$ cat src/common/cpuPkg.sv
package cpuPkg;

    // major opcodes of the supported subset
    typedef enum logic [5:0] {
        opRType = 6'h00,
        opJ     = 6'h02,
        opJal   = 6'h03,
        opBeq   = 6'h04,
        opBne   = 6'h05,
        opAddi  = 6'h08,
        opSlti  = 6'h0a,
        opAndi  = 6'h0c,
        opOri   = 6'h0d,
        opXori  = 6'h0e,
        opLw    = 6'h23,
        opSw    = 6'h2b
    } opcodeT;

    typedef enum logic [5:0] {
        fnSll = 6'h00,
        fnSrl = 6'h02,
        fnSra = 6'h03,
        fnJr  = 6'h08,
        fnAdd = 6'h20,
        fnSub = 6'h22,
        fnAnd = 6'h24,
        fnOr  = 6'h25,
        fnXor = 6'h26,
        fnNor = 6'h27,
        fnSlt = 6'h2a
    } functT;

    typedef enum logic [3:0] {
        aluAdd = 4'd0,
        aluSub = 4'd1,
        aluAnd = 4'd2,
        aluOr  = 4'd3,
        aluXor = 4'd4,
        aluNor = 4'd5,
        aluSlt = 4'd6,
        aluSll = 4'd7,
        aluSrl = 4'd8,
        aluSra = 4'd9
    } aluOpT;

    typedef struct packed {
        opcodeT     opcode;
        logic [4:0] rs;
        logic [4:0] rt;
        logic [4:0] rd;
        logic [4:0] shamt;
        functT      funct;
    } rFieldsT;

    typedef struct packed {
        opcodeT      opcode;
        logic [4:0]  rs;
        logic [4:0]  rt;
        logic [15:0] imm16;
    } iFieldsT;

    typedef struct packed {
        opcodeT      opcode;
        logic [25:0] target26;
    } jFieldsT;

    // one instruction word, three views
    typedef union packed {
        rFieldsT r;
        iFieldsT i;
        jFieldsT j;
    } instrT;

    typedef struct packed {
        aluOpT aluOp;
        logic  regWrite;
        logic  memWrite;
        logic  shamtToA;    // alu A from shamt
        logic  memToReg;
        logic  immToB;      // alu B from immediate
        logic  writeToRd;
        logic  zeroExtend;
        logic  jal;
        logic  jump;
        logic  jumpReg;
        logic  takeBranch;
    } ctrlT;

    typedef struct packed {
        logic        regWrite;
        logic [4:0]  addr;
        logic [31:0] data;
    } wbPortT;

    typedef struct packed {
        logic       exRegWrite;
        logic [4:0] exAddr;
        logic       exMemToReg;  // EX holds a load
        logic       memRegWrite;
        logic [4:0] memAddr;
    } hazardSrcT;

    typedef struct packed {
        logic [31:0] jumpOrBranchPc;
        logic [31:0] regRtOrZero;
        logic [31:0] regRsOrPc4;
        logic [31:0] immediate;
        logic [4:0]  regWriteAddr;
        ctrlT        ctrl;
        logic        stall;
    } idOutT;

    typedef struct packed {
        logic        psel;
        logic        penable;
        logic        pwrite;
        logic [7:0]  paddr;
        logic [31:0] pwdata;
    } apbReqT;

    typedef struct packed {
        logic [31:0] prdata;
        logic        pready;
        logic        pslverr;
    } apbRspT;

endpackage

$ cat src/regFile/regFile.sv
`timescale 1ns/1ps

module regFile import cpuPkg::*; (
    input  logic        clk,
    input  logic        rstN,
    input  logic [4:0]  rsAddr,
    input  logic [4:0]  rtAddr,
    input  wbPortT      wb,
    input  logic [4:0]  dbgAddr,
    output logic [31:0] rsData,
    output logic [31:0] rtData,
    output logic [31:0] dbgData
);

    logic [31:0] regs [1:31];  // $0 has no storage

    always_ff @(posedge clk or negedge rstN) begin
        if (!rstN) begin
            for (int k = 1; k < 32; k++) begin
                regs[k] <= '0;
            end
        end else if (wb.regWrite && wb.addr != 5'd0) begin
            regs[wb.addr] <= wb.data;
        end
    end

    // write-first read, so a value written this cycle is seen now
    function automatic logic [31:0] readPort(input logic [4:0] addr);
        logic [31:0] value;
        if (addr == 5'd0) begin
            value = '0;
        end else if (wb.regWrite && wb.addr == addr) begin
            value = wb.data;  // bypass
        end else begin
            value = regs[addr];
        end
        return value;
    endfunction

    always_comb begin
        rsData  = readPort(rsAddr);
        rtData  = readPort(rtAddr);
        dbgData = readPort(dbgAddr);
    end

    // a committed write reads back next cycle unless a newer write bypasses it
    writeReadBack: assert property (@(posedge clk) disable iff (!rstN)
        (wb.regWrite && wb.addr != 5'd0)
        |=> (rsAddr != $past(wb.addr) || (wb.regWrite && wb.addr == rsAddr)
            || rsData == $past(wb.data)));

endmodule

$ cat src/regFile/regDebugApb.sv
`timescale 1ns/1ps

module regDebugApb import cpuPkg::*; (
    input  logic        clk,
    input  logic        rstN,
    input  apbReqT      apbReq,
    output apbRspT      apbRsp,
    output logic [4:0]  dbgAddr,
    input  logic [31:0] dbgData
);

    logic setupSeen;  // last cycle was a setup phase
    logic access;

    always_ff @(posedge clk or negedge rstN) begin
        if (!rstN) begin
            setupSeen <= 1'b0;
        end else begin
            setupSeen <= apbReq.psel && !apbReq.penable;
        end
    end

    assign access  = apbReq.psel && apbReq.penable && setupSeen;
    assign dbgAddr = apbReq.paddr[6:2];  // word index, bit 7 ignored

    // no wait states, writes are refused
    always_comb begin
        apbRsp = '0;
        if (access) begin
            apbRsp.pready  = 1'b1;
            apbRsp.pslverr = apbReq.pwrite;
            apbRsp.prdata  = apbReq.pwrite ? '0 : dbgData;
        end
    end

    enableAfterSelect: assert property (@(posedge clk) disable iff (!rstN)
        apbReq.penable |-> $past(apbReq.psel));

endmodule

$ cat src/idStage/controlUnit.sv
`timescale 1ns/1ps

module controlUnit import cpuPkg::*; (
    input  instrT     instr,
    input  logic      rsEqualRt,
    input  hazardSrcT hazard,
    output ctrlT      ctrl,
    output logic      stall
);

    ctrlT base;       // decode before bubble masking
    logic readsRs;
    logic readsRt;
    logic earlyUse;   // operand needed here: beq, bne, jr

    // a source conflicts with a later-stage writer that cannot be waited out in EX
    function automatic logic srcHazard(input logic [4:0] src, input hazardSrcT hz,
                                       input logic early);
        logic exHit;
        logic memHit;
        exHit  = hz.exRegWrite && hz.exAddr == src && (hz.exMemToReg || early);
        memHit = hz.memRegWrite && hz.memAddr == src && early;
        return src != 5'd0 && (exHit || memHit);
    endfunction

    always_comb begin
        base     = '0;
        readsRs  = 1'b0;
        readsRt  = 1'b0;
        earlyUse = 1'b0;
        case (instr.r.opcode)
            opRType: begin
                base.regWrite  = 1'b1;
                base.writeToRd = 1'b1;
                readsRs        = 1'b1;
                readsRt        = 1'b1;
                case (instr.r.funct)
                    fnAdd: base.aluOp = aluAdd;
                    fnSub: base.aluOp = aluSub;
                    fnAnd: base.aluOp = aluAnd;
                    fnOr:  base.aluOp = aluOr;
                    fnXor: base.aluOp = aluXor;
                    fnNor: base.aluOp = aluNor;
                    fnSlt: base.aluOp = aluSlt;
                    fnSll, fnSrl, fnSra: begin
                        base.shamtToA = 1'b1;
                        readsRs       = 1'b0;  // shifts only take rt
                        if (instr.r.funct == fnSll) begin
                            base.aluOp = aluSll;
                        end else if (instr.r.funct == fnSrl) begin
                            base.aluOp = aluSrl;
                        end else begin
                            base.aluOp = aluSra;
                        end
                    end
                    fnJr: begin
                        base            = '0;
                        base.jumpReg    = 1'b1;
                        base.takeBranch = 1'b1;
                        readsRt         = 1'b0;
                        earlyUse        = 1'b1;
                    end
                    default: begin
                        base    = '0;
                        readsRs = 1'b0;
                        readsRt = 1'b0;
                    end
                endcase
            end
            opAddi, opSlti, opAndi, opOri, opXori, opLw: begin
                base.regWrite = 1'b1;
                base.immToB   = 1'b1;
                readsRs       = 1'b1;
                case (instr.r.opcode)
                    opSlti: base.aluOp = aluSlt;
                    opAndi: base.aluOp = aluAnd;
                    opOri:  base.aluOp = aluOr;
                    opXori: base.aluOp = aluXor;
                    default: base.aluOp = aluAdd;  // addi, lw
                endcase
                base.zeroExtend = instr.r.opcode inside {opAndi, opOri, opXori};
                base.memToReg   = instr.r.opcode == opLw;
            end
            opSw: begin
                base.aluOp    = aluAdd;
                base.memWrite = 1'b1;
                base.immToB   = 1'b1;
                readsRs       = 1'b1;
                readsRt       = 1'b1;
            end
            opBeq, opBne: begin
                base.aluOp      = aluSub;
                base.takeBranch = (instr.r.opcode == opBeq) ? rsEqualRt : !rsEqualRt;
                readsRs         = 1'b1;
                readsRt         = 1'b1;
                earlyUse        = 1'b1;
            end
            opJ: begin
                base.jump       = 1'b1;
                base.takeBranch = 1'b1;
            end
            opJal: begin
                base.jal        = 1'b1;
                base.jump       = 1'b1;
                base.takeBranch = 1'b1;
                base.regWrite   = 1'b1;  // $ra
            end
            default: base = '0;
        endcase
    end

    assign stall = (readsRs && srcHazard(instr.r.rs, hazard, earlyUse))
                || (readsRt && srcHazard(instr.r.rt, hazard, earlyUse));

    always_comb begin
        ctrl = base;
        if (stall) begin
            ctrl.regWrite   = 1'b0;  // bubble
            ctrl.memWrite   = 1'b0;
            ctrl.takeBranch = 1'b0;
        end
    end

endmodule

$ cat src/idStage/idStage.sv
`timescale 1ns/1ps

module idStage import cpuPkg::*; (
    input  logic        clk,
    input  logic        rstN,
    input  logic [31:0] pc4,
    input  instrT       instr,
    input  wbPortT      wb,
    input  hazardSrcT   hazard,
    input  logic [4:0]  dbgAddr,
    output logic [31:0] dbgData,
    output idOutT       idOut
);

    logic [31:0] rsData;
    logic [31:0] rtData;
    logic        rsEqualRt;
    ctrlT        ctrl;
    logic        stall;
    logic [31:0] signImm;
    logic [31:0] branchTarget;
    logic [31:0] jumpTarget;
    logic [4:0]  destAddr;

    controlUnit controlUnit_i (
        .instr     (instr),
        .rsEqualRt (rsEqualRt),
        .hazard    (hazard),
        .ctrl      (ctrl),
        .stall     (stall)
    );

    regFile regFile_i (
        .clk     (clk),
        .rstN    (rstN),
        .rsAddr  (instr.i.rs),
        .rtAddr  (instr.i.rt),
        .wb      (wb),
        .dbgAddr (dbgAddr),
        .rsData  (rsData),
        .rtData  (rtData),
        .dbgData (dbgData)
    );

    // branch decided here, not in EX
    assign rsEqualRt = rsData == rtData;

    assign signImm      = {{16{instr.i.imm16[15]}}, instr.i.imm16};
    assign branchTarget = pc4 + {signImm[29:0], 2'b00};
    assign jumpTarget   = {pc4[31:28], instr.j.target26, 2'b00};

    assign destAddr = ctrl.writeToRd ? instr.r.rd : instr.i.rt;

    always_comb begin
        if (ctrl.jumpReg) begin
            idOut.jumpOrBranchPc = rsData;
        end else if (ctrl.jump) begin
            idOut.jumpOrBranchPc = jumpTarget;
        end else begin
            idOut.jumpOrBranchPc = branchTarget;
        end

        // jal sends pc4 down the alu path so EX computes the link value
        idOut.regRtOrZero  = ctrl.jal ? '0 : rtData;
        idOut.regRsOrPc4   = ctrl.jal ? pc4 : rsData;
        idOut.regWriteAddr = ctrl.jal ? 5'd31 : destAddr;

        idOut.immediate = ctrl.zeroExtend ? {16'h0000, instr.i.imm16} : signImm;
        idOut.ctrl      = ctrl;
        idOut.stall     = stall;
    end

endmodule

$ cat src/decodeTop.sv
`timescale 1ns/1ps

module decodeTop import cpuPkg::*; (
    input  logic        clk,
    input  logic        rstN,
    input  logic [31:0] pc4,
    input  instrT       instr,
    input  wbPortT      wb,
    input  hazardSrcT   hazard,
    input  apbReqT      apbReq,
    output idOutT       idOut,
    output apbRspT      apbRsp
);

    logic [4:0]  dbgAddr;
    logic [31:0] dbgData;  // debug read of the register file

    idStage idStage_i (
        .clk     (clk),
        .rstN    (rstN),
        .pc4     (pc4),
        .instr   (instr),
        .wb      (wb),
        .hazard  (hazard),
        .dbgAddr (dbgAddr),
        .dbgData (dbgData),
        .idOut   (idOut)
    );

    regDebugApb regDebugApb_i (
        .clk     (clk),
        .rstN    (rstN),
        .apbReq  (apbReq),
        .apbRsp  (apbRsp),
        .dbgAddr (dbgAddr),
        .dbgData (dbgData)
    );

endmodule

$ cat config.mk
export PLATFORM = sky130hd
export DESIGN_NAME = decodeTop
export DESIGN_NICKNAME = d
export VERILOG_FILES = /design/src/common/cpuPkg.sv /design/src/regFile/regFile.sv /design/src/regFile/regDebugApb.sv /design/src/idStage/controlUnit.sv /design/src/idStage/idStage.sv /design/src/decodeTop.sv
export SDC_FILE = /design/constraint.sdc
export NUM_CORES = 2
export LEC_CHECK = 0
export BUFFER_PORTS_ARGS = -buffer_cell sky130_fd_sc_hd__buf_2
export CORE_AREA = 3 3 389 391
export DETAILED_ROUTE_END_ITERATION = 8
export DIE_AREA = 0 0 392 394
export GPL_TIMING_DRIVEN = 1
export SYNTH_ARGS = -nofsm -noshare
export SYNTH_HDL_FRONTEND = slang
export SYNTH_SLANG_ARGS = --single-unit
$ cat constraint.sdc
create_clock -name clk -period 3.75 [get_ports clk]
set_input_delay 0.375 -clock clk [delete_from_list [all_inputs] [get_ports clk]]
set_output_delay 0.375 -clock clk [all_outputs]
set_load 0.01 [all_outputs]
Word-level counts from Yosys, hierarchy flattened
Index checks and enable logic that the tools add are counted.

storage, ports and cells
  bits in registers = 993
  word-level logic and storage cells = 171

cells by class
  magnitude comparators = 5
  mux-type cells = 55
  reductions and logical operators = 45
  add/sub/neg operators = 1
  equal/unequal tests = 29
  bitwise gates (word level) = 4

operators with widths
  kind                                                                   count
  992-bit bitwise mux                                                    1
  32-bit 2-to-1 mux                                                      19
  32-bit binary-select mux with 5-bit select                             3
  32-bit demux with 5-bit select                                         1
  6-bit equality test, second input constant                             9
  6-bit by 4-bit equality test with 1-bit output, second input constant  6
  5-bit equality test                                                    7
  34-bit 2-to-1 mux                                                      1
  32-bit adder                                                           1
  32-bit equality test                                                   1
  4-bit case mux with 7 select lines                                     1
  6-bit by 2-bit equality test with 1-bit output, second input constant  4
  6-bit >= comparator, second input constant                             4
  5-bit inverter with 6-bit output                                       4
  1-bit logical AND                                                      20
  1-bit case mux with 2 select lines                                     10
  5-bit logical NOT                                                      3
  5-bit nonzero test                                                     3
  7-bit OR reduction                                                     2
  6-bit by 3-bit equality test with 1-bit output, second input constant  2
  6-bit logical NOT                                                      2
  3-bit case mux with 4 select lines                                     1
  4-bit case mux with 3 select lines                                     1
  6-bit case mux with 2 select lines                                     1
  15 further kinds                                                       32

Logic depth before layout (Yosys ltp)
  depth in word-level cells = 11
  gate-level depth with buffers = 16
  depth with buffers taken out = 14

By module
From an unflattened synthesis, not the netlist that was laid out.

second synthesis, totals
  cell total of the unflattened synthesis = 4982
  area total of the unflattened synthesis = 66105.9 um^2

by module, submodules not included
  module       area each (um^2)  cells each  instances
  regFile      61725.4           4362        1
  idStage      3260.6            458         1
  controlUnit  773.2             116         1
  regDebugApb  346.6             46          1

Worst setup path after synthesis
No wires, ideal clock.

  kind = in2out
  from = in instr[30] in the netlist's numbering
  to = out idOut[1] in the netlist's numbering
  stages = 14
  data required time = 3.375 ns
  data arrival time = 3.182 ns
  setup slack = 0.193 ns
  path through = clkbuf_1 > or4_1 > or2_1 > buf_2 > nor4_1 > nor2_1 > inv_2 > o211a_1 > o31ai_2 > a21oi_4 > nor4_1 > nand3_1 > mux2i_1 > or3_1

RTL lines
  element          line             text
  start, declared  decodeTop.sv:7   input instrT instr,
  end, declared    decodeTop.sv:11  output idOutT idOut,

==> impl_metrics.env <==
export IMPL_skew_ns=0
export IMPL_yosysTopAreaCellShare_pct=37.27
export IMPL_critPathKind="flop to output pin"
export IMPL_die_x_um=392
export IMPL_drt_pass1_iter_count=5
export IMPL_rsz0062_at_grt="yes"
export IMPL_synthesis_nets=5285
export IMPL_timing_fmax_mhz=202.9
export IMPL_dr_wl_met2_um=122300
export IMPL_cts_tree="yes"
export IMPL_crit_fanout=3
export IMPL_ir_drop_mv=0.3810
export IMPL_fin_ws_ns=-1.179
export IMPL_overflow=0
export IMPL_wl_um=279300
export IMPL_synth_ff_type="dfrtp_1"
export IMPL_cts_sinks=993
export IMPL_netlist_area_um2=66670
export IMPL_vias=54100
export IMPL_gp_congestion=0.9770
export IMPL_met3_length_um=31600
export IMPL_synth_warnings=0
export IMPL_worst_setup_path_start_kind="flop"
export IMPL_yosysSeqAreaShare_pct=37.27
export IMPL_root_buffer="clkbuf_16"
export IMPL_wl_met1_um=107000
export IMPL_yosys_area_share_simple_pct=4.594
export IMPL_antenna_found_initial=13
export IMPL_postSynthCellCount=5095
export IMPL_die_h_um=394
export IMPL_total_power_uw=38580
export IMPL_clkLatencyLatePin_ns=0.74
export IMPL_hold_viol_final=0
export IMPL_synth_distinct_cells=84
export IMPL_clkSlewWorstSetupHoldPaths_ns=0.06
export IMPL_io_pin_count=343
export IMPL_slew_headroom_pct=26.15
export IMPL_synth_edf_count=0
export IMPL_violations="setup timing"
export IMPL_rows=141
export IMPL_grt_pass1_wl_um=399100
export IMPL_clock_path_buffers=3
export IMPL_htreeDepth=3
export IMPL_period_share_pct=131.4
export IMPL_initial_core_util_pct=45.10
export IMPL_synthMuxAreaShare_pct=44.70
export IMPL_grt_max_degree=118
export IMPL_routedWlPerCell_um=35.40
export IMPL_die_area_um2=154400
export IMPL_crit_arrival_ns=4.55
export IMPL_grt_pass1_vias=53900
export IMPL_drive_above_1_share_pct=54.99
export IMPL_fill_cells=12320
export IMPL_nNetsFinal=6053
export IMPL_grtUsageTotal_pct=35.76
export IMPL_dp_slack_ns=-1.257
export IMPL_critPathRequiredTime_ns=3.38
export IMPL_remaining_drc_errors=0
export IMPL_portBuffers=307
export IMPL_instances_no_fill=7889
export IMPL_multi_input_area_um2=39450
export IMPL_yosys_area_share_xor_xnor_pct=1.077
export IMPL_status="finished with violations"
export IMPL_synth_seq_cells=993
export IMPL_final_area_um2=80930
export IMPL_cts_made_buffers=114
export IMPL_yosys_top_cells_area="dfrtp_1, mux4_2, mux2_2"
export IMPL_fp_coreArea_um2=147800
export IMPL_p_per_area_nw_per_um2=476.7
export IMPL_drt_vias_per_instance=6.857
export IMPL_ant_nets=0
export IMPL_hpwl_um=191200
export IMPL_power_leakage_uw=0.03551
export IMPL_min_period_ns=4.929
export IMPL_placed_area_um2=76440
export IMPL_setup_viol=1
export IMPL_synth_compound_area_share_pct=7.233
export IMPL_ff_latch_area_um2=24850
export IMPL_worst_pin_slew_ns=1.108
export IMPL_area_growth_pct=21.39
export IMPL_synthArstFlopShare_pct=100.0
export IMPL_drt_iter0_drc=6742
export IMPL_worstHoldPathType="input port to flop"
export IMPL_place_inst=7659
export IMPL_top_layer_used="met5"
export IMPL_synth_top_family_by_area="multiplexers"
export IMPL_maxCapViolCount=0
export IMPL_synth_fa_ha_area_share_pct=0.5743
export IMPL_syn_area_per_cell_um2=13.09
export IMPL_worstSetupEndpointType="output pin"
export IMPL_timing_hold_ws_ns=0.08470
export IMPL_slew_violations=0
export IMPL_yosys_area_top_type="dfrtp_1"
## area by class of cell
type                            instances  share of cell area, %
Antenna cell                            7                0.02164
Multi-Input combinational cell       3497                  48.74
Clock buffer                          170                  4.122
Clock inverter                         35                 0.6401
Inverter                               24                 0.1175
Timing Repair Buffer                 1233                  12.67
Sequential cell                       993                  30.70
Tap cell                             1930                  2.984
## metal layers
layer | vias to the layer above | GRT usage, %
met4 | 16 | 19.18
met1 | 28350 | 47.42
met5 | - | 0
met3 | 867 | 10.89
met2 | 3401 | 52.60
li1 | 21460 | -
## placed cells by master, fill, tap and decap left out, drive strengths merged, types with 38 or more instances in the layout
cell type  count
nand3         38
nor2         235
a21oi        145
mux4         654
clkbuf       171
nand2        235
mux2        1089
a22oi         80
nor3          41
mux2i        279
buf         1226
xnor2         46
a2111oi       40
dfrtp        993
a22o          41
a221oi        74
o21ai        108
## critical path, cell delays in order, from the launching register on
cell	delay, ns
dfrtp_1	0.39
buf_6	0.12
mux4_2	0.49
mux2i_4	0.20
a2111oi_4	0.11
a311o_1	0.38
o21ai_4	0.24
xnor2_2	0.09
nor4_2	0.26
buf_4	0.15
nand4_1	0.25
nor4_4	0.31
buf_4	0.22
mux2i_1	0.07
or3_1	0.35
buf_2	0.16
## final timing paths
path	cells past startpoint	slack (ns)	start	to
worst min register to register	1	0.55	idStage_i.regFile_i.regs[409]	idStage_i.regFile_i.regs[409]
worst max register to register	3	2.75	idStage_i.regFile_i.regs[604]	idStage_i.regFile_i.regs[604]
min in group asynchronous	2	0.18	rstN	idStage_i.regFile_i.regs[358]
max in group asynchronous	4	2.38	rstN	idStage_i.regFile_i.regs[238]
worst max-delay path	15	-1.18	idStage_i.regFile_i.regs[412]	idOut[1]
worst min-delay path	2	0.08	wb[6]	idStage_i.regFile_i.regs[902]
## Yosys cell counts (all sizes together) (4+ instances only)
library cell	instances
mux2	1089
dfrtp	993
mux4	654
clkbuf	296
buf	285
mux2i	279
nand2	235
nor2	235
a21oi	145
o21ai	108
a22oi	80
a221oi	74
xnor2	46
a22o	41
nor3	41
a2111oi	40
nand3	38
xor2	36
ha	29
nor2b	29
o22ai	23
inv	22
a21o	21
a311oi	19
nor4	19
o21a	17
a31oi	16
o211ai	16
a211oi	15
nand2b	15
a41oi	12
a311o	11
or3	11
nand4	10
a221o	9
and3	9
and2	8
or2	8
or4	8
o21bai	7
o211a	6
o31ai	4
## kinds of logic after synthesis
family | count (synthesis)
AOI/OAI and AO/OA | 683
DFF | 993
adders and majority gates | 30
buffers and inverters | 605
xor gates and xnor gates | 82
and+or+nand+nor | 680
muxes | 2022
## per-stage QoR
step | TNS [ns] | util [%]
3_3_place_gp | -1.851 | 51.70
2_1_floorplan | 0 | -
6_report | -1.179 | 54.74
4_1_cts | -1.269 | 54.50
5_1_grt | -1.246 | 54.73
3_5_place_dp | -1.835 | 51.70
## flip-flops by register name, indices dropped and copies added (netlist names)
| signal | count |
|---|---|
| idStage_i.regFile_i.regs | 992 |
| regDebugApb_i.setupSeen | 1 |
## power breakdown
part           switching (uW)  internal [uW]
logic                    5250           6760
registers                2010          12800
clock network            4870           6870
total                   12100          26500
## what timing repair did
action / CTS / global route
gates resized for setup: 50 / 55
cloned: 0 / 0
hold endpoints to repair: 65 / 0
pin swaps: 16 / 25
hold buffers: 6 / 0
setup buffers: 2 / 13
setup endpoints to repair: 14 / 20
(Power assumes the default switching activity.)
